<file path="src/rtl/ctrl_pkg.sv">
`default_nettype none

package ctrl_pkg;

    // operand source for the execute-stage latches
    typedef enum logic [1:0] {
        fwd_none = 2'b00,
        fwd_mem  = 2'b01,
        fwd_wb   = 2'b10
    } fwd_sel_t;

    // next pc source
    typedef enum logic [1:0] {
        pc_inc    = 2'b00,
        pc_reset  = 2'b01,
        pc_branch = 2'b10
    } pc_sel_t;

    // register file write port 1 address
    typedef enum logic [1:0] {
        waddr_rd   = 2'b00,
        waddr_rn   = 2'b01,
        waddr_none = 2'b11
    } waddr_sel_t;

endpackage

`default_nettype wire

</file>
<file path="src/rtl/isa_pkg.sv">
`default_nettype none

package isa_pkg;

    typedef logic [31:0] instr_t;

    // lsb of each field within instr_t
    localparam int COND_LSB     = 28;
    localparam int OPCODE_LSB   = 21;
    localparam int RN_LSB       = 16;
    localparam int RD_LSB       = 12;
    localparam int RS_LSB       = 8;
    localparam int IMM5_LSB     = 7;
    localparam int SHIFT_OP_LSB = 5;
    localparam int RM_LSB       = 0;

    // instruction class, upper three opcode bits
    typedef enum logic [2:0] {
        op_alu_reg = 3'b000,
        op_alu_imm = 3'b001,
        op_ldr     = 3'b010,
        op_str     = 3'b011,
        op_b       = 3'b100,
        op_nop     = 3'b111
    } op_class_t;

    // alu operation, lower three opcode bits
    localparam logic [2:0] ALU_ADD = 3'b000;
    localparam logic [2:0] ALU_CMP = 3'b111;

    // register-specified shift for alu_reg, pre-indexed for ldr/str
    localparam int OPC_MOD_BIT = 3;
    // base write-back on a store
    localparam int OPC_WB_BIT  = 0;

    // codes 4'hf and up count as never
    typedef enum logic [3:0] {
        cond_eq, cond_ne, cond_cs, cond_cc, cond_mi, cond_pl, cond_vs, cond_vc,
        cond_hi, cond_ls, cond_ge, cond_lt, cond_gt, cond_le, cond_al
    } cond_t;

    localparam int FLAG_N = 31;
    localparam int FLAG_Z = 30;
    localparam int FLAG_C = 29;
    localparam int FLAG_V = 28;

endpackage

`default_nettype wire

</file>
<file path="src/rtl/execute_ctrl.sv">
`default_nettype none

module execute_ctrl import isa_pkg::*; import ctrl_pkg::*; #(
    parameter int PC_W = 7
) (
    input  logic            clk,
    input  logic            rst_n,
    input  logic            dec_valid,
    input  instr_t          dec_instr,
    input  logic [PC_W-1:0] dec_pc,
    input  logic            dec_epoch,
    input  logic            epoch,
    input  logic [3:0]      mem_dest,
    input  logic            mem_we,
    input  logic            mem_is_load,
    input  logic [3:0]      wait_dest,
    input  logic            wait_is_load,
    input  logic [3:0]      wb_dest,
    input  logic            wb_we,
    output logic [6:0]      opcode,
    output logic [3:0]      rn,
    output logic [3:0]      rm,
    output logic [3:0]      rs,
    output logic [4:0]      imm5,
    output logic [PC_W-1:0] ex_pc,
    output fwd_sel_t        sel_a_in,
    output fwd_sel_t        sel_b_in,
    output fwd_sel_t        sel_shift_in,
    output logic            sel_shift,
    output logic            en_a,
    output logic            en_b,
    output logic            en_s,
    output logic            stall,
    output logic            ex_valid_out,
    output instr_t          ex_instr_out,
    output logic            ex_epoch_out
);

    logic      valid_q;
    op_class_t op_class;
    logic      uses_rn;

    always_ff @(posedge clk or negedge rst_n) begin
        if (!rst_n) begin
            valid_q <= 1'b0;
        end else if (!stall) begin
            valid_q <= dec_valid;
        end
    end

    always_ff @(posedge clk) begin
        if (!stall) begin
            ex_instr_out <= dec_instr;
            ex_pc        <= dec_pc;
            ex_epoch_out <= dec_epoch;
        end
    end

    // squashed once a branch has flipped the epoch
    assign ex_valid_out = valid_q && (ex_epoch_out == epoch);

    assign opcode = ex_instr_out[OPCODE_LSB +: 7];
    assign rn     = ex_instr_out[RN_LSB +: 4];
    assign rm     = ex_instr_out[RM_LSB +: 4];
    assign rs     = ex_instr_out[RS_LSB +: 4];
    assign imm5   = ex_instr_out[IMM5_LSB +: 5];

    assign op_class  = op_class_t'(opcode[6:4]);
    assign sel_shift = (op_class == op_alu_reg) && opcode[OPC_MOD_BIT];
    assign uses_rn   = op_class inside {op_alu_reg, op_alu_imm, op_ldr, op_str};

    assign en_a = ex_valid_out && !stall;
    assign en_b = ex_valid_out && !stall;
    assign en_s = ex_valid_out && !stall;

    hazard_unit u_hazard (
        .ex_valid     (ex_valid_out && uses_rn),
        .ex_rn        (rn),
        .ex_rm        (rm),
        .ex_rs        (rs),
        .ex_uses_rm   (op_class == op_alu_reg),
        .ex_uses_rs   (sel_shift),
        .mem_dest     (mem_dest),
        .mem_we       (mem_we),
        .mem_is_load  (mem_is_load),
        .wait_dest    (wait_dest),
        .wait_is_load (wait_is_load),
        .wb_dest      (wb_dest),
        .wb_we        (wb_we),
        .sel_a_in     (sel_a_in),
        .sel_b_in     (sel_b_in),
        .sel_shift_in (sel_shift_in),
        .stall        (stall)
    );

endmodule

`default_nettype wire

</file>
<file path="src/rtl/hazard_unit.sv">
`default_nettype none

module hazard_unit import ctrl_pkg::*; (
    input  logic       ex_valid,
    input  logic [3:0] ex_rn,
    input  logic [3:0] ex_rm,
    input  logic [3:0] ex_rs,
    input  logic       ex_uses_rm,
    input  logic       ex_uses_rs,
    input  logic [3:0] mem_dest,
    input  logic       mem_we,
    input  logic       mem_is_load,
    input  logic [3:0] wait_dest,
    input  logic       wait_is_load,
    input  logic [3:0] wb_dest,
    input  logic       wb_we,
    output fwd_sel_t   sel_a_in,
    output fwd_sel_t   sel_b_in,
    output fwd_sel_t   sel_shift_in,
    output logic       stall
);

    logic stall_rn;
    logic stall_rm;
    logic stall_rs;

    // memory stage wins, it holds the younger result
    function automatic fwd_sel_t pick(input logic [3:0] src, input logic [3:0] m_dest,
                                      input logic m_we, input logic m_load,
                                      input logic [3:0] w_dest, input logic w_we);
        fwd_sel_t sel;
        sel = fwd_none;
        if (m_we && !m_load && m_dest == src) begin
            sel = fwd_mem;
        end else if (w_we && w_dest == src) begin
            sel = fwd_wb;
        end
        return sel;
    endfunction

    // load data not available yet in memory or memory-wait
    function automatic logic load_hit(input logic [3:0] src, input logic [3:0] m_dest,
                                      input logic m_load, input logic [3:0] q_dest,
                                      input logic q_load);
        return (m_load && m_dest == src) || (q_load && q_dest == src);
    endfunction

    assign sel_a_in     = pick(ex_rn, mem_dest, mem_we, mem_is_load, wb_dest, wb_we);
    assign sel_b_in     = pick(ex_rm, mem_dest, mem_we, mem_is_load, wb_dest, wb_we);
    assign sel_shift_in = pick(ex_rs, mem_dest, mem_we, mem_is_load, wb_dest, wb_we);

    assign stall_rn = load_hit(ex_rn, mem_dest, mem_is_load, wait_dest, wait_is_load);
    assign stall_rm = ex_uses_rm
                      && load_hit(ex_rm, mem_dest, mem_is_load, wait_dest, wait_is_load);
    assign stall_rs = ex_uses_rs
                      && load_hit(ex_rs, mem_dest, mem_is_load, wait_dest, wait_is_load);

    assign stall = ex_valid && (stall_rn || stall_rm || stall_rs);

endmodule

`default_nettype wire

</file>
<file path="src/rtl/memory_ctrl.sv">
`default_nettype none

module memory_ctrl import isa_pkg::*; import ctrl_pkg::*; #(
    parameter int PC_W = 7
) (
    input  logic            clk,
    input  logic            rst_n,
    input  logic            ex_valid,
    input  instr_t          ex_instr,
    input  logic [PC_W-1:0] ex_pc,
    input  logic            ex_epoch,
    input  logic            stall,
    input  logic            epoch,
    input  logic [31:0]     status,
    output logic [3:0]      cond,
    output logic [6:0]      opcode,
    output logic [3:0]      rn,
    output logic [3:0]      rd,
    output logic [1:0]      shift_op,
    output logic [11:0]     imm12,
    output logic [31:0]     imm_branch,
    output logic [PC_W-1:0] mem_pc,
    output pc_sel_t         sel_pc,
    output logic            sel_branch_imm,
    output logic            sel_a,
    output logic            sel_b,
    output logic [2:0]      alu_op,
    output logic            sel_pre_indexed,
    output logic            en_status,
    output waddr_sel_t      sel_w_addr1,
    output logic            w_en1,
    output logic            mem_w_en,
    output logic            branch_taken,
    output logic [3:0]      mem_dest,
    output logic            mem_we,
    output logic            mem_is_load
);

    logic      valid_q;
    logic      epoch_q;
    instr_t    instr_q;
    logic      mem_valid;
    op_class_t op_class;
    logic      is_alu;
    logic      is_cmp;
    logic      cond_pass;
    logic      go;
    logic      n;
    logic      z;
    logic      c;
    logic      v;

    // a stalled execute stage sends a bubble
    always_ff @(posedge clk or negedge rst_n) begin
        if (!rst_n) begin
            valid_q <= 1'b0;
        end else begin
            valid_q <= ex_valid && !stall;
        end
    end

    always_ff @(posedge clk) begin
        instr_q <= ex_instr;
        mem_pc  <= ex_pc;
        epoch_q <= ex_epoch;
    end

    assign mem_valid = valid_q && (epoch_q == epoch);

    assign cond       = instr_q[COND_LSB +: 4];
    assign opcode     = instr_q[OPCODE_LSB +: 7];
    assign rn         = instr_q[RN_LSB +: 4];
    assign rd         = instr_q[RD_LSB +: 4];
    assign shift_op   = instr_q[SHIFT_OP_LSB +: 2];
    assign imm12      = instr_q[11:0];
    assign imm_branch = {{8{instr_q[23]}}, instr_q[23:0]};

    assign n = status[FLAG_N];
    assign z = status[FLAG_Z];
    assign c = status[FLAG_C];
    assign v = status[FLAG_V];

    always_comb begin
        case (cond_t'(cond))
            cond_eq: cond_pass = z;
            cond_ne: cond_pass = !z;
            cond_cs: cond_pass = c;
            cond_cc: cond_pass = !c;
            cond_mi: cond_pass = n;
            cond_pl: cond_pass = !n;
            cond_vs: cond_pass = v;
            cond_vc: cond_pass = !v;
            cond_hi: cond_pass = c && !z;
            cond_ls: cond_pass = !c || z;
            cond_ge: cond_pass = (n == v);
            cond_lt: cond_pass = (n != v);
            cond_gt: cond_pass = !z && (n == v);
            cond_le: cond_pass = z || (n != v);
            cond_al: cond_pass = 1'b1;
            default: cond_pass = 1'b0;
        endcase
    end

    assign go       = mem_valid && cond_pass;
    assign op_class = op_class_t'(opcode[6:4]);
    assign is_alu   = op_class inside {op_alu_reg, op_alu_imm};
    assign is_cmp   = is_alu && (opcode[2:0] == ALU_CMP);

    // pc as operand a and the immediate as operand b for branch targets
    assign sel_branch_imm  = (op_class == op_b);
    assign sel_a           = (op_class == op_b);
    assign sel_b           = (op_class != op_alu_reg);
    assign alu_op          = is_alu ? opcode[2:0] : ALU_ADD;
    assign sel_pre_indexed = (op_class inside {op_ldr, op_str}) && opcode[OPC_MOD_BIT];

    always_comb begin
        if (is_alu && !is_cmp) begin
            sel_w_addr1 = waddr_rd;
        end else if (op_class == op_str && opcode[OPC_WB_BIT]) begin
            sel_w_addr1 = waddr_rn;
        end else begin
            sel_w_addr1 = waddr_none;
        end
    end

    assign en_status    = go && is_cmp;
    assign w_en1        = go && (sel_w_addr1 != waddr_none);
    assign mem_w_en     = go && (op_class == op_str);
    assign branch_taken = go && (op_class == op_b);
    assign sel_pc       = branch_taken ? pc_branch : pc_inc;

    // destination seen by the hazard unit
    assign mem_dest    = (sel_w_addr1 == waddr_rn) ? rn : rd;
    assign mem_we      = w_en1;
    assign mem_is_load = go && (op_class == op_ldr);

    // the global epoch flips behind every taken branch
    a_branch_epoch: assert property (
        @(posedge clk) disable iff (!rst_n) branch_taken |=> (epoch != $past(epoch))
    );

endmodule

`default_nettype wire

</file>
<file path="src/rtl/pipe_stage.sv">
`default_nettype none

module pipe_stage #(
    parameter type payload_t = logic
) (
    input  logic     clk,
    input  logic     rst_n,
    input  logic     hold,
    input  logic     bubble,
    input  logic     valid_in,
    input  payload_t payload_in,
    output logic     valid_out,
    output payload_t payload_out
);

    always_ff @(posedge clk or negedge rst_n) begin
        if (!rst_n) begin
            valid_out <= 1'b0;
        end else if (!hold) begin
            valid_out <= valid_in && !bubble;
        end
    end

    always_ff @(posedge clk) begin
        if (!hold) begin
            payload_out <= payload_in;
        end
    end

    // a held stage cannot be flushed in the same cycle
    a_hold_bubble: assert property (
        @(posedge clk) disable iff (!rst_n) !(hold && bubble)
    );

endmodule

`default_nettype wire

</file>
<file path="src/rtl/pipeline_controller.sv">
`default_nettype none

module pipeline_controller import isa_pkg::*; import ctrl_pkg::*; #(
    parameter int PC_W = 7
) (
    input  logic            clk,
    input  logic            rst_n,
    input  logic            instr_valid,
    input  instr_t          instr,
    input  logic [PC_W-1:0] pc,
    input  logic [31:0]     status,
    output logic            instr_ready,
    // execute stage
    output logic [6:0]      ex_opcode,
    output logic [3:0]      ex_rn,
    output logic [3:0]      ex_rm,
    output logic [3:0]      ex_rs,
    output logic [4:0]      ex_imm5,
    output logic [PC_W-1:0] ex_pc,
    output fwd_sel_t        sel_a_in,
    output fwd_sel_t        sel_b_in,
    output fwd_sel_t        sel_shift_in,
    output logic            sel_shift,
    output logic            en_a,
    output logic            en_b,
    output logic            en_s,
    // memory stage
    output logic [3:0]      mem_cond,
    output logic [6:0]      mem_opcode,
    output logic [3:0]      mem_rn,
    output logic [3:0]      mem_rd,
    output logic [1:0]      mem_shift_op,
    output logic [11:0]     mem_imm12,
    output logic [31:0]     mem_imm_branch,
    output logic [PC_W-1:0] mem_pc,
    output pc_sel_t         sel_pc,
    output logic            sel_branch_imm,
    output logic            sel_a,
    output logic            sel_b,
    output logic [2:0]      alu_op,
    output logic            sel_pre_indexed,
    output logic            en_status,
    output waddr_sel_t      sel_w_addr1,
    output logic            w_en1,
    output logic            mem_w_en,
    output logic            branch_taken,
    // load write-back
    output logic            w_en_ldr,
    output logic [3:0]      wb_rt
);

    typedef struct packed {
        instr_t          instr;
        logic [PC_W-1:0] pc;
        logic            epoch;
    } dec_t;

    logic       start_q;
    logic       epoch_q;
    logic       stall;
    dec_t       fetch_p;
    dec_t       dec_p;
    logic       dec_valid;
    logic       ex_valid;
    instr_t     ex_instr;
    logic       ex_epoch;
    pc_sel_t    mem_sel_pc;
    logic [3:0] mem_dest;
    logic       mem_we;
    logic       mem_is_load;
    logic [3:0] wait_dest;
    logic       wait_is_load;

    // one start-up cycle to load the reset vector
    always_ff @(posedge clk or negedge rst_n) begin
        if (!rst_n) begin
            start_q <= 1'b1;
            epoch_q <= 1'b0;
        end else begin
            start_q <= 1'b0;
            if (branch_taken) begin
                epoch_q <= !epoch_q;
            end
        end
    end

    assign instr_ready = !start_q && !stall;
    assign sel_pc      = start_q ? pc_reset : mem_sel_pc;
    assign fetch_p     = '{instr: instr, pc: pc, epoch: epoch_q};

    // decode register
    pipe_stage #(.payload_t(dec_t)) u_decode (
        .clk         (clk),
        .rst_n       (rst_n),
        .hold        (stall),
        .bubble      (branch_taken && !stall),
        .valid_in    (instr_valid && instr_ready),
        .payload_in  (fetch_p),
        .valid_out   (dec_valid),
        .payload_out (dec_p)
    );

    execute_ctrl #(.PC_W(PC_W)) u_execute (
        .clk (clk), .rst_n (rst_n),
        .dec_valid (dec_valid), .dec_instr (dec_p.instr),
        .dec_pc (dec_p.pc), .dec_epoch (dec_p.epoch), .epoch (epoch_q),
        .mem_dest (mem_dest), .mem_we (mem_we), .mem_is_load (mem_is_load),
        .wait_dest (wait_dest), .wait_is_load (wait_is_load),
        .wb_dest (wb_rt), .wb_we (w_en_ldr),
        .opcode (ex_opcode), .rn (ex_rn), .rm (ex_rm), .rs (ex_rs), .imm5 (ex_imm5),
        .ex_pc (ex_pc),
        .sel_a_in (sel_a_in), .sel_b_in (sel_b_in), .sel_shift_in (sel_shift_in),
        .sel_shift (sel_shift), .en_a (en_a), .en_b (en_b), .en_s (en_s),
        .stall (stall),
        .ex_valid_out (ex_valid), .ex_instr_out (ex_instr), .ex_epoch_out (ex_epoch)
    );

    memory_ctrl #(.PC_W(PC_W)) u_memory (
        .clk (clk), .rst_n (rst_n),
        .ex_valid (ex_valid), .ex_instr (ex_instr), .ex_pc (ex_pc), .ex_epoch (ex_epoch),
        .stall (stall), .epoch (epoch_q), .status (status),
        .cond (mem_cond), .opcode (mem_opcode), .rn (mem_rn), .rd (mem_rd),
        .shift_op (mem_shift_op), .imm12 (mem_imm12), .imm_branch (mem_imm_branch),
        .mem_pc (mem_pc), .sel_pc (mem_sel_pc), .sel_branch_imm (sel_branch_imm),
        .sel_a (sel_a), .sel_b (sel_b), .alu_op (alu_op),
        .sel_pre_indexed (sel_pre_indexed), .en_status (en_status),
        .sel_w_addr1 (sel_w_addr1), .w_en1 (w_en1), .mem_w_en (mem_w_en),
        .branch_taken (branch_taken),
        .mem_dest (mem_dest), .mem_we (mem_we), .mem_is_load (mem_is_load)
    );

    // any register writer leaving memory is tracked
    writeback_ctrl u_writeback (
        .clk          (clk),
        .rst_n        (rst_n),
        .mem_valid    (mem_we || mem_is_load),
        .mem_dest     (mem_dest),
        .mem_is_load  (mem_is_load),
        .wait_dest    (wait_dest),
        .wait_is_load (wait_is_load),
        .w_en_ldr     (w_en_ldr),
        .wb_rt        (wb_rt)
    );

    // the instruction behind a taken branch is always squashed
    a_no_back_to_back: assert property (
        @(posedge clk) disable iff (!rst_n) branch_taken |=> !branch_taken
    );

endmodule

`default_nettype wire

</file>
<file path="src/rtl/writeback_ctrl.sv">
`default_nettype none

module writeback_ctrl (
    input  logic       clk,
    input  logic       rst_n,
    input  logic       mem_valid,
    input  logic [3:0] mem_dest,
    input  logic       mem_is_load,
    output logic [3:0] wait_dest,
    output logic       wait_is_load,
    output logic       w_en_ldr,
    output logic [3:0] wb_rt
);

    typedef struct packed {
        logic [3:0] dest;
        logic       is_load;
    } dst_t;

    dst_t mem_p;
    dst_t wait_p;
    dst_t wb_p;
    logic wait_valid;
    logic wb_valid;

    assign mem_p = '{dest: mem_dest, is_load: mem_is_load};

    // memory-wait stage
    pipe_stage #(.payload_t(dst_t)) u_wait (
        .clk         (clk),
        .rst_n       (rst_n),
        .hold        (1'b0),
        .bubble      (1'b0),
        .valid_in    (mem_valid),
        .payload_in  (mem_p),
        .valid_out   (wait_valid),
        .payload_out (wait_p)
    );

    // load write-back stage
    pipe_stage #(.payload_t(dst_t)) u_wb (
        .clk         (clk),
        .rst_n       (rst_n),
        .hold        (1'b0),
        .bubble      (1'b0),
        .valid_in    (wait_valid),
        .payload_in  (wait_p),
        .valid_out   (wb_valid),
        .payload_out (wb_p)
    );

    assign wait_dest    = wait_p.dest;
    assign wait_is_load = wait_valid && wait_p.is_load;
    assign w_en_ldr     = wb_valid && wb_p.is_load;
    assign wb_rt        = wb_p.dest;

endmodule

`default_nettype wire

</file>
<file path="config.mk">
export PLATFORM = sky130hd
export DESIGN_NAME = pipeline_controller
export DESIGN_NICKNAME = d
export VERILOG_FILES = /design/src/rtl/ctrl_pkg.sv /design/src/rtl/isa_pkg.sv /design/src/rtl/execute_ctrl.sv /design/src/rtl/hazard_unit.sv /design/src/rtl/memory_ctrl.sv /design/src/rtl/pipe_stage.sv /design/src/rtl/pipeline_controller.sv /design/src/rtl/writeback_ctrl.sv
export SDC_FILE = /design/constraint.sdc
export NUM_CORES = 1
export LEC_CHECK = 0
export BUFFER_PORTS_ARGS = -buffer_cell sky130_fd_sc_hd__clkbuf_2
export CORE_ASPECT_RATIO = 1.1
export CORE_MARGIN = 5
export CORE_UTILIZATION = 40
export DETAILED_ROUTE_END_ITERATION = 8
export GPL_TIMING_DRIVEN = 0
export PLACE_DENSITY = 0.68
export SLEW_MARGIN = 10
export SYNTH_ARGS = -nofsm -noshare
export SYNTH_HDL_FRONTEND = slang
export SYNTH_SLANG_ARGS = --single-unit
</file>
<file path="constraint.sdc">
create_clock -name clk -period 4.5 [get_ports clk]
set_input_delay 1.35 -clock clk [delete_from_list [all_inputs] [get_ports clk]]
set_output_delay 1.35 -clock clk [all_outputs]
set_load 0.01 [all_outputs]
</file>
==> results of run 1 <==
-- cell usage after synthesis (3+ instances only) --
cell / n
sky130_fd_sc_hd__a221oi_1: 7
sky130_fd_sc_hd__o21ai_0: 5
sky130_fd_sc_hd__nor4_1: 4
sky130_fd_sc_hd__o31ai_1: 3
sky130_fd_sc_hd__mux2i_1: 3
sky130_fd_sc_hd__xor2_1: 14
sky130_fd_sc_hd__xnor2_1: 18
sky130_fd_sc_hd__buf_4: 65
sky130_fd_sc_hd__nor2_1: 10
sky130_fd_sc_hd__a21oi_1: 3
sky130_fd_sc_hd__dfxtp_1: 50
sky130_fd_sc_hd__nor2b_1: 3
sky130_fd_sc_hd__edfxtp_1: 80
sky130_fd_sc_hd__o22ai_1: 4
sky130_fd_sc_hd__or2_2: 3
sky130_fd_sc_hd__nor3b_1: 3
sky130_fd_sc_hd__nor3_1: 6
sky130_fd_sc_hd__nand2_1: 12
sky130_fd_sc_hd__and2_1: 5
sky130_fd_sc_hd__dfrtp_1: 6
sky130_fd_sc_hd__nand3_1: 6
sky130_fd_sc_hd__nand4_1: 3
sky130_fd_sc_hd__nand2b_1: 3
sky130_fd_sc_hd__inv_1: 15
sky130_fd_sc_hd__buf_2: 3
-- metrics by stage --
stage	util [%]	worst slack, ns	setup TNS (ns)
2_1_floorplan	-	0.01218	0
3_3_place_gp	49.74	-0.2527	-12.34
3_5_place_dp	50.01	-0.3873	-1.808
4_1_cts	55.48	-0.1370	-0.7936
5_1_grt	56.07	-0.1427	-0.7710
6_report	56.07	-0.03730	-0.1189
-- registers in the layout, summed over array words and instances, names as in the netlist, 5 cells and up --
signal / cells
u_writeback.u_wait.payload_out: 5
u_writeback.u_wb.payload_out: 5
u_execute.ex_pc: 7
u_decode.payload_out: 40
u_execute.ex_instr_out: 32
u_memory.mem_pc: 7
u_memory.instr_q: 32
-- per-layer routing --
| layer | global-route usage (%) | vias to the layer above | share of wire, % |
|---|---|---|---|
| li1 | - | 1674 | - |
| met4 | 7.771 | 0 | 2.1 |
| met2 | 25.82 | 120 | 51 |
| met3 | 4.941 | 16 | 6.5 |
| met1 | 17.51 | 1710 | 40 |
| met5 | 0 | - | 0 |
-- final timing paths --
check                                                startpoint                            endpoint  slack [ns]  cells after the start
setup / recovery                                     status[28]                         sel_b_in[1]       -0.04                     10
hold / removal             u_execute.ex_instr_out[14]$_DFFE_PN_        u_memory.instr_q[14]$_DFF_P_        0.34                      0
setup reg to reg                   u_memory.instr_q[21]$_DFF_P_  u_decode.payload_out[23]$_DFFE_PN_        1.23                      8
hold reg to reg            u_execute.ex_instr_out[14]$_DFFE_PN_        u_memory.instr_q[14]$_DFF_P_        0.34                      0
max in group asynchronous                                 rst_n                   start_q$_DFF_PN1_        3.49                      1
min in group asynchronous                                 rst_n          u_memory.valid_q$_DFF_PN0_        0.77                      1
-- cell type report --
cell class                 instances  area, sq um
tap                              157        196.4
multi-input combinational        146         1182
sequential                       137         3580
clock inverter                    11        77.57
fill                            1075         5578
clock buffer                      21        460.4
timing repair buffer             189         1037
inverter                          15        56.30
buffer                            71        529.3
-- cells by family after synthesis --
group / share of synthesized area [%]
flops: 68.63
buf+inv: 11.08
simple gates: 8.156
compound gates: 5.829
xor+xnor: 5.373
mux: 0.8635
other cells: 0.07189
-- power by group through the flow --
stage          clock network [mW]  registers [mW]  logic (mW)
6_report                     1.24            1.48       0.327
5_1_grt                      1.33            1.49       0.352
4_1_cts                      1.27            1.48       0.312
3_5_place_dp                    0            1.51       0.285
3_3_place_gp                    0            1.50       0.279
2_1_floorplan                   0            1.50       0.166
-- repair_timing --
item | 4_1_cts | 5_1_grt
resized for setup | 19 | 18
pin swaps | 3 | 9
setup buffers | 7 | 3
endpoints found under the setup margin | 7 | 9
hold buffers | 0 | 0
==> results.txt, run 1 <==
----------------------------------------------------
[Outcome]
  Run status ... complete, but fails checks
  Failing checks ... setup timing

[Routing]
  Detail Route Antenna Nets ... 0
  # DRC ... 0
  Via total after detailed routing ... 3,520
  Final Routed Wirelength ... 11,840 microns
  Detailed-route vias per instance ... 4.712
  Drt wl/cell ... 15.85 microns
  1st-iter DRT viols ... 138
  DR pass1 iterations ... 4

[Synth]
  Count of state elements after synthesis ... 137
  Number of nets produced by synthesis ... 443
  Register area share after synthesis ... 68.63%
  Dominant synthesized flop cell ... sky130_fd_sc_hd__edfxtp_1
  Number of instances in the synthesized netlist ... 369
  Cell type contributing the most total cell area after synthesis ... sky130_fd_sc_hd__edfxtp_1
  Share of synthesized registers carrying an async set or reset ... 5.109%
  Synthesized area per cell ... 14.14 sq um
  Number of flops mapped to enable cells by yosys ... 80
  Area of the mapped netlist ... 0.005216 sq mm
  Number of library cell types mapped by synthesis ... 53
  Largest cells by area after synthesis ... sky130_fd_sc_hd__edfxtp_1, sky130_fd_sc_hd__dfxtp_1, sky130_fd_sc_hd__buf_4
  Total of warnings raised by yosys ... 0
  Yosys top cell area share ... 46.05%

[Cells and area]
  Area added between synthesis and finish ... 36.48%
  Net count, final ... 651
  Diodes inserted ... 0
  Most frequent cells in the layout ... sky130_fd_sc_hd__clkbuf_2, sky130_fd_sc_hd__edfxtp_1, sky130_fd_sc_hd__buf_4
  Most common cell after layout, fill and taps aside ... sky130_fd_sc_hd__clkbuf_2
  Layout cell share with drive strength beyond 1 ... 53.39%
  Area of all placed cells without fillers ... 0.007119 sq mm
  Final cell count without fillers ... 747

[Clock tree]
  CTS root buffer ... sky130_fd_sc_hd__clkbuf_16
  H-tree levels ... 4
  Clock tree from TritonCTS ... yes
  Register clock-pin slew on the reported worst setup and hold paths ... 0.06 ns
  Clock latency of the later-clocked register in the worst-skew pair ... 0.41 ns
  Num CTS Buffers ... 17
  CTS max path bufs ... 2
  Sinks on Clock Net ... 137

[Worst setup path]
  Endpoint type of the worst setup path ... output port
  Maximum fanout encountered on the critical timing path ... 5
  Largest delay contributor family on the critical path ... compound AO/OA/AOI/OAI gates
  Critical path buffer and inverter count ... 3
  Critical Path, Cell by Cell ... buf_8 -> o211a_1 -> a311o_1 -> a311o_2 -> a22oi_4 -> buf_6 -> nor2_4 -> and2_4 -> nor4_4 -> buf_2
  Worst Setup Path Type ... in -> out
  Delay of the slowest cell on the worst path ... 0.38 ns
  Worst-path cell with the longest stage delay ... sky130_fd_sc_hd__a311o_2
  Worst Path Arrival ... 3.19 ns
  CP Launch Type ... primary input
  Data required time of the critical path ... 3.15 ns

[STA]
  Post-route worst hold slack ... 0.3350 ns
  Setup repair after global routing missed its margin ... true
  # setup viols final ... 7
  Minimum clock period ... 4.537 ns
  Fraction of the cycle the final worst path needs ... 100.8%
  Worst-case clock skew ... 0.008268 ns
  Setup slack of the critical path after layout ... -0.03730 ns
  Worst Tran Pin Value ... 0.6995 ns
  Fin. max-slew vios ... 0
  Number of failing hold endpoints at the final stage ... 0
  Maximum achievable frequency ... 220.4 MHz
  Worst relative slew slack ... 53.36%

[Pwr]
  Power density over cell area ... 427.7 mW/mm^2
  Leakage power figure ... 3.268 nW
  Switching Fraction ... 23.71%
  Net switching component of the power ... 0.7219 mW
  Clk network pwr share ... 40.6%
  Sequential fraction of design power ... 48.7%
  Cell Int Power ... 2.323 mW
  IR Drop Worst-Case VDD ... 268.1 uV
  Logic pwr share ... 10.7%
  Final total power ... 3.045 mW

[Floorplanning]
  Core region area ... 0.01270 sq mm
  Area of the die ... 0.01543 sq mm
  Chip Width ... 118.9 microns
  Initial core utilization ... 41.08%
  Die boundary height ... 129.8 microns
  # IOs ... 208
  Std cell rows ... 43

[Placement]
  Half-perimeter wire length of the detailed placement result ... 8635 microns
  Port buffer count ... 179
  Placed instance count ... 706
  Dpl cell area ... 0.006350 sq mm
  Placer congestion estimate ... 0.7726

[Global routing]
  Initial antenna violation count ... 0
  Wire length of the first global-routing pass ... 18,220 microns
  GRT overflow ... 0
  Overall global routing resource usage ... 15.25%
  Largest net degree at the start of global routing ... 59
  Number of global-route vias before repair ... 3,586

[Job]
  Count of max-cap constraint violations ... 0

[Hold path]
  Hold Crit Class ... reg -> reg

----------------------------------------------------
Note: power is estimated with default switching activity, not from simulation.
==> inputs of run 2 (changes only) <==
--- a/config.mk
+++ b/config.mk
@@ -6,6 +6,7 @@
 export NUM_CORES = 1
 export LEC_CHECK = 0
 export BUFFER_PORTS_ARGS = -buffer_cell sky130_fd_sc_hd__clkbuf_2
+export CAP_MARGIN = 15
 export CORE_ASPECT_RATIO = 1.1
 export CORE_MARGIN = 5
 export CORE_UTILIZATION = 40
==> constraint.sdc (replaced) <==
create_clock -name clk -period 5.7 [get_ports clk]
set_input_delay 1.71 -clock clk [delete_from_list [all_inputs] [get_ports clk]]
set_output_delay 1.71 -clock clk [all_outputs]
set_load 0.01 [all_outputs]
==> run 2 against run 1 <==
The run now ends clean. Combinational power shrank 32%. Sequential share of layout area grew 1.4 points. First-iteration DRC count grew 3.6%. Hold slack gained 0.0060 ns. Sequential power shrank 21%. Critical path type unchanged. Critical endpoint is now en_b.
==> results.txt, run 2 (synthesis gave the netlist of run 1 again) <==
----------------------------------------------------
[Outcome]
  Run status ... complete, no violations

[Routing]
  DR pass1 iterations ... 4 (unchanged)
  1st-iter DRT viols ... 143 (+3.6%)
  # DRC ... 0 (unchanged)
  Via total after detailed routing ... 3,408 (-3.2%)
  Drt wl/cell ... 15.36 microns (-3.1%)
  Final Routed Wirelength ... 11,340 microns (-4.2%)
  Detail Route Antenna Nets ... 0 (unchanged)
  Detailed-route vias per instance ... 4.618 (-2.0%)

[Clock tree]
  Register clock-pin slew on the reported worst setup and hold paths ... 0.06 ns (about the same)
  H-tree levels ... 4 (unchanged)
  Num CTS Buffers ... 17 (unchanged)
  Sinks on Clock Net ... 137 (unchanged)
  CTS root buffer ... sky130_fd_sc_hd__clkbuf_16
  Cts-stage hold buffer count ... 0 (unchanged)
  Clock tree from TritonCTS ... yes
  Setup fix buffers added after clock tree synthesis ... 0 (-7)
  Clock latency of the later-clocked register in the worst-skew pair ... 0.41 ns (about the same)
  CTS max path bufs ... 2 (unchanged)

[STA]
  Fraction of the cycle the final worst path needs ... 96.51%
  Number of failing hold endpoints at the final stage ... 0 (unchanged)
  Setup repair after global routing missed its margin ... false
  # setup viols final ... 0 (-7)
  Post-route worst hold slack ... 0.3411 ns (+0.006004 ns)
  Worst Tran Pin Value ... 0.5958 ns (-0.1038 ns)
  Fin. max-slew vios ... 0 (unchanged)
  Worst-case clock skew ... 0.008915 ns (+0.0006466 ns)
  Minimum clock period ... 5.501 ns
  Worst relative slew slack ... 60.28% (+6.9 points)
  Maximum achievable frequency ... 181.8 MHz

[Cells and area]
  Most common cell after layout, fill and taps aside ... sky130_fd_sc_hd__clkbuf_2
  Net count, final ... 642 (-1.4%)
  Number of flip-flops under the largest register name ... 40 (unchanged)
  Largest registers ... u_decode.payload_out: 40 flops, u_execute.ex_instr_out: 32 flops, u_memory.instr_q: 32 flops
  Diodes inserted ... 0 (unchanged)
  Area added between synthesis and finish ... 32.89%
  Most frequent cells in the layout ... sky130_fd_sc_hd__clkbuf_2, sky130_fd_sc_hd__edfxtp_1, sky130_fd_sc_hd__buf_4
  Layout cell share with drive strength beyond 1 ... 50.26% (-3.1 points)
  Area of all placed cells without fillers ... 0.006932 sq mm (-2.6%)
  Register name with the most flops ... u_decode.payload_out
  Final cell count without fillers ... 738 (-1.2%)

[Pwr]
  Leakage power figure ... 3.209 nW (-1.8%)
  Power density over cell area ... 356.4 mW/mm^2 (-17%)
  IR Drop Worst-Case VDD ... 204.8 uV (-24%)

[Hold path]
  Worst Hold Launch ... u_execute.ex_instr_out[20]$_DFFE_PN_
  Hold Crit Class ... reg -> reg

[Worst setup path]
  Maximum fanout encountered on the critical timing path ... 8 (+3)
  Endpoint type of the worst setup path ... output port
  Worst r2r path cells ... 8 (unchanged)
  CP Launch Type ... primary input
  Worst Setup Path Type ... in -> out
  Critical register-to-register path startpoint ... u_memory.instr_q[25]$_DFF_P_
  Timing endpoint of the critical path ... en_b
  Worst Path Arrival ... 3.79 ns (+0.60 ns)
  CP startpoint ... status[28]
  Register-to-register setup slack ... 2.42 ns (+1.19 ns)
  Worst r2r dst ... u_execute.ex_instr_out[3]$_DFFE_PN_
  Data required time of the critical path ... 3.99 ns (+0.84 ns)

[Floorplanning]
  # IOs ... 208 (unchanged)
  Die boundary height ... 129.8 microns (unchanged)
  Chip Width ... 118.9 microns (unchanged)
  Initial core utilization ... 41.08% (unchanged)
  Std cell rows ... 43 (unchanged)
  Area of the die ... 0.01543 sq mm (unchanged)
  Core region area ... 0.01270 sq mm (unchanged)

[Placement]
  Placed instance count ... 706 (unchanged)
  Port buffer count ... 179 (unchanged)
  Placer congestion estimate ... 0.7613 (-1.5%)
  Dpl cell area ... 0.006336 sq mm (-0.22%)
  Half-perimeter wire length of the detailed placement result ... 8543 microns (-1.1%)

[Global routing]
  Number of global-route vias before repair ... 3,575 (-0.31%)
  Overall global routing resource usage ... 15.07% (-0.18 points)
  GRT overflow ... 0 (unchanged)
  Largest net degree at the start of global routing ... 43 (-27%)
  Initial antenna violation count ... 0 (unchanged)
  Wire length of the first global-routing pass ... 18,020 microns (-1.1%)

[Job]
  Count of max-cap constraint violations ... 0 (unchanged)

----------------------------------------------------
## run 2: cell count changes in the layout (fill, tap and decap cells not counted), moves of 3 or more
| cell | before | now |
|---|---|---|
| sky130_fd_sc_hd__nor4_1 | 1 | 4 |
| sky130_fd_sc_hd__buf_2 | 6 | 3 |
| sky130_fd_sc_hd__clkbuf_2 | 171 | 179 |
| sky130_fd_sc_hd__inv_8 | 0 | 3 |
| sky130_fd_sc_hd__buf_6 | 8 | 1 |
| sky130_fd_sc_hd__clkinvlp_4 | 6 | 2 |
| sky130_fd_sc_hd__inv_6 | 0 | 4 |
| sky130_fd_sc_hd__buf_4 | 70 | 65 |
## run 2: metal layers
| metal | vias to the layer above | wire [microns] | track usage [%] |
|---|---|---|---|
| li1 | 1658 | - | - |
| met1 | 1609 | 4512 | 17.87 |
| met2 | 127 | 5774 | 25.25 |
| met3 | 14 | 886 | 5.245 |
| met4 | 0 | 165 | 6.271 |
| met5 | - | 0 | 0 |
## run 2: area by class of cell
type                       count  area, sq um
timing repair buffer         180        915.9
multi-input combinational    146         1071
fill                        1092         5766
buffer                        71        521.8
clock buffer                  18        429.2
tap                          157        196.4
inverter                      15        56.30
clock inverter                14        161.4
sequential                   137         3580
## run 2: worst min path at each step
stage,to,slack [ns],cells after the start
after global routing,u_memory.instr_q[20]$_DFF_P_,0.34,0
after detailed placement,u_memory.instr_q[15]$_DFF_P_,0.33,0
after global placement,u_memory.instr_q[12]$_DFF_P_,0.32,0
after floorplan,u_memory.instr_q[12]$_DFF_P_,0.32,0
final,u_memory.instr_q[20]$_DFF_P_,0.34,0
after CTS,u_memory.instr_q[14]$_DFF_P_,0.34,0
## run 2: through the flow
step	util (%)	total power, mW	setup TNS [ns]	setup slack, ns
final	54.59	2.470	0	0.1990
after floorplan	-	1.311	0	0.4788
after global placement	49.68	1.403	-37.96	-0.5256
after global routing	54.59	2.568	0	0.03070
after CTS	54.55	2.497	0	0.1013
after detailed placement	49.90	1.412	0	0.1098
## run 2: report_power, final
group / internal (mW) / total [mW] / switching [mW] / leakage [nW]
Combinational: 0.118 / 0.222 / 0.104 / 1.56
Sequential: 1.11 / 1.17 / 0.0514 / 1.36
Clock: 0.656 / 1.08 / 0.426 / 0.285
## run 2: critical path, cell delays in order
cell                       delay (ns)
sky130_fd_sc_hd__clkbuf_2        0.13
sky130_fd_sc_hd__nor4bb_1        0.34
sky130_fd_sc_hd__o31ai_1         0.13
sky130_fd_sc_hd__a31oi_1         0.30
sky130_fd_sc_hd__a22oi_4         0.15
sky130_fd_sc_hd__or3_1           0.38
sky130_fd_sc_hd__o31ai_2         0.25
sky130_fd_sc_hd__nor2_1          0.14
sky130_fd_sc_hd__buf_4           0.15
sky130_fd_sc_hd__clkbuf_2        0.12
## run 2: timing repair
item | CTS | global route
setup endpoints to repair | 0 | 2
resized for setup | 0 | 1
hold endpoints to repair | 0 | 0
==> inputs of run 3 (changes only) <==
--- a/config.mk
+++ b/config.mk
@@ -5,7 +5,7 @@
 export SDC_FILE = /design/constraint.sdc
 export NUM_CORES = 1
 export LEC_CHECK = 0
-export BUFFER_PORTS_ARGS = -buffer_cell sky130_fd_sc_hd__clkbuf_2
+export BUFFER_PORTS_ARGS = -buffer_cell sky130_fd_sc_hd__buf_4
 export CAP_MARGIN = 15
 export CORE_ASPECT_RATIO = 1.1
 export CORE_MARGIN = 5
==> run 3 against run 2 <==
Maximum frequency shrank 0.53%. First-iteration DRC count unchanged. Design area rose by 6.8%. Critical path type unchanged. Power is 2.2% higher. Global-route usage is 0.14 points higher. Sequential power about the same. Non-clock buffer count stayed put. Die area unchanged. Register-to-register slack better by 0.19 ns.
==> results.txt, run 3 (synthesis gave the netlist of run 1 again) <==
----------------------------------------------------
[Outcome]
  Run status ... complete, no violations

[Worst setup path]
  Endpoint type of the worst setup path ... output port
  Worst Path Arrival ... 3.82 ns (+0.03 ns)
  Data required time of the critical path ... 3.99 ns (about the same)
  Largest delay contributor family on the critical path ... compound AO/OA/AOI/OAI gates
  Maximum fanout encountered on the critical timing path ... 8 (unchanged)
  Delay of the slowest cell on the worst path ... 0.36 ns (-0.02 ns)
  Worst Setup Path Type ... in -> out
  Critical Path, Cell by Cell ... buf_4 -> nor4bb_1 -> o31ai_1 -> a31oi_1 -> a22oi_4 -> or3_1 -> o31ai_1 -> nor2_1 -> buf_4 -> buf_4
  Critical path buffer and inverter count ... 3 (unchanged)
  Most repeated library cell on the critical path ... sky130_fd_sc_hd__buf_4
  Worst-path cell with the longest stage delay ... sky130_fd_sc_hd__or3_1
  CP Launch Type ... primary input

[Placement]
  Half-perimeter wire length of the detailed placement result ... 8698 microns (+1.8%)
  Placer congestion estimate ... 0.7694 (+1.1%)
  Placed instance count ... 706 (unchanged)
  Port buffer count ... 179 (unchanged)

[Floorplanning]
  Core region area ... 0.01270 sq mm (unchanged)
  # IOs ... 208 (unchanged)
  Area of the die ... 0.01543 sq mm (unchanged)
  Initial core utilization ... 41.08% (unchanged)
  Std cell rows ... 43 (unchanged)
  Die boundary height ... 129.8 microns (unchanged)
  Chip Width ... 118.9 microns (unchanged)

[Clock tree]
  Setup fix buffers added after clock tree synthesis ... 0 (unchanged)
  Clock latency of the later-clocked register in the worst-skew pair ... 0.40 ns (about the same)
  Register clock-pin slew on the reported worst setup and hold paths ... 0.05 ns (about the same)
  Sinks on Clock Net ... 137 (unchanged)
  Clock tree from TritonCTS ... yes
  Post-CTS resize count ... 0 (unchanged)
  CTS root buffer ... sky130_fd_sc_hd__clkbuf_16
  Cts-stage hold buffer count ... 0 (unchanged)
  H-tree levels ... 4 (unchanged)
  Num CTS Buffers ... 17 (unchanged)
  CTS max path bufs ... 2 (unchanged)

[Global routing]
  GRT overflow ... 0 (unchanged)
  Overall global routing resource usage ... 15.20% (+0.14 points)
  Wire length of the first global-routing pass ... 18,240 microns (+1.2%)
  Largest net degree at the start of global routing ... 57 (+33%)
  Number of global-route vias before repair ... 3,555 (-0.56%)
  Initial antenna violation count ... 0 (unchanged)

[Routing]
  Met1 wire length ... 4492 microns (-0.44%)
  Final Routed Wirelength ... 11,610 microns (+2.4%)
  Drt wl/cell ... 15.72 microns (+2.4%)
  Met2 WL post-DR ... 5978 microns (+3.5%)
  Max layer used ... met4
  DR pass1 iterations ... 6 (+2)
  # DRC ... 0 (unchanged)
  Routed length on met3 ... 1022 microns (+15%)
  Detailed-route vias per instance ... 4.622 (about the same)
  1st-iter DRT viols ... 143 (unchanged)
  Detail Route Antenna Nets ... 0 (unchanged)
  Via total after detailed routing ... 3,411 (+0.088%)

[Cells and area]
  Most frequent cells in the layout ... sky130_fd_sc_hd__buf_4, sky130_fd_sc_hd__edfxtp_1, sky130_fd_sc_hd__dfxtp_1
  Largest registers ... u_decode.payload_out: 40 flops, u_execute.ex_instr_out: 32 flops, u_memory.instr_q: 32 flops
  Final cell count without fillers ... 738 (unchanged)
  Area added between synthesis and finish ... 41.86%
  Register name with the most flops ... u_decode.payload_out
  Filler cell count ... 1,027 (-6.0%)
  Final Util ... 58.28% (+3.7 points)
  Diodes inserted ... 0 (unchanged)
  Number of flip-flops under the largest register name ... 40 (unchanged)
  Layout cell share with drive strength beyond 1 ... 50.26% (unchanged)
  Most common cell after layout, fill and taps aside ... sky130_fd_sc_hd__buf_4
  Net count, final ... 642 (unchanged)

[STA]
  Fraction of the cycle the final worst path needs ... 97.02% (+0.51 points)
  Minimum clock period ... 5.530 ns (+0.02912 ns)
  Fin. max-slew vios ... 0 (unchanged)
  Worst Tran Pin Value ... 0.5322 ns (-0.06358 ns)
  # setup viols final ... 0 (unchanged)
  Sum of negative setup slack ... 0 ns (unchanged)
  Maximum achievable frequency ... 180.8 MHz (-0.53%)
  Worst relative slew slack ... 64.31% (+4.0 points)
  Number of failing hold endpoints at the final stage ... 0 (unchanged)
  Worst-case clock skew ... 0.007881 ns (-0.001034 ns)
  Setup repair after global routing missed its margin ... false

[Pwr]
  Power density over cell area ... 341.2 mW/mm^2 (-4.3%)
  Final total power ... 2.525 mW (+2.2%)
  Leakage power figure ... 3.337 nW (+4.0%)
  IR Drop Worst-Case VDD ... 255.2 uV (+25%)

[Hold path]
  Hold Crit Class ... reg -> reg

[Job]
  Count of max-cap constraint violations ... 0 (unchanged)

----------------------------------------------------
run 3: changes by cell type in the layout (fill, tap and decap cells not counted), moves of 2 or more:
cell                       delta
sky130_fd_sc_hd__buf_4      +179
sky130_fd_sc_hd__clkbuf_2   -179
sky130_fd_sc_hd__inv_8        -3
sky130_fd_sc_hd__clkinv_4     +2
run 3: stage by stage:
stage	setup WS (ns)	cell area, sq um	hold WS [ns]
finish	0.1699	7400	0.3428
global route	0.01477	7400	0.3520
detailed placement	0.1602	6792	0.3288
floorplan	0.4788	5216	0.3233
global placement	-0.5036	6756	0.3236
CTS	0.1594	7392	0.3433
run 3: final timing paths:
kind / from / to / slack, ns / cells past startpoint
max: status[31] / en_s / 0.17 / 10
min: u_execute.ex_instr_out[13]$_DFFE_PN_ / u_memory.instr_q[13]$_DFF_P_ / 0.34 / 0
max reg2reg: u_memory.instr_q[21]$_DFF_P_ / u_execute.ex_instr_out[2]$_DFFE_PN_ / 2.61 / 8
min reg2reg: u_execute.ex_instr_out[13]$_DFFE_PN_ / u_memory.instr_q[13]$_DFF_P_ / 0.34 / 0
max in group asynchronous: rst_n / start_q$_DFF_PN1_ / 4.39 / 1
min in group asynchronous: rst_n / u_writeback.u_wb.valid_out$_DFF_PN0_ / 1.11 / 1
run 3: layer usage:
layer,GRT usage (%),up-vias
li1,-,1653
met1,18.17,1607
met2,26.19,140
met3,4.941,11
met4,5.112,0
met5,0,-
run 3: cell type report:
class | instances | area [sq um] | area share [%]
clock buffers | 18 | 429.2 | 5.800
flip-flops and latches | 137 | 3580 | 48.38
well taps | 157 | 196.4 | 2.655
plain buffers | 71 | 521.8 | 7.051
repair buffers | 180 | 1371 | 18.53
clock inverters | 14 | 171.4 | 2.317
multi-input cells | 146 | 1074 | 14.51
inverters | 15 | 56.30 | 0.7609
run 3: power by group:
part	internal, mW	total (mW)	switching [mW]
Clock	0.691	1.10	0.409
Sequential	1.11	1.17	0.0516
Combinational	0.154	0.258	0.105
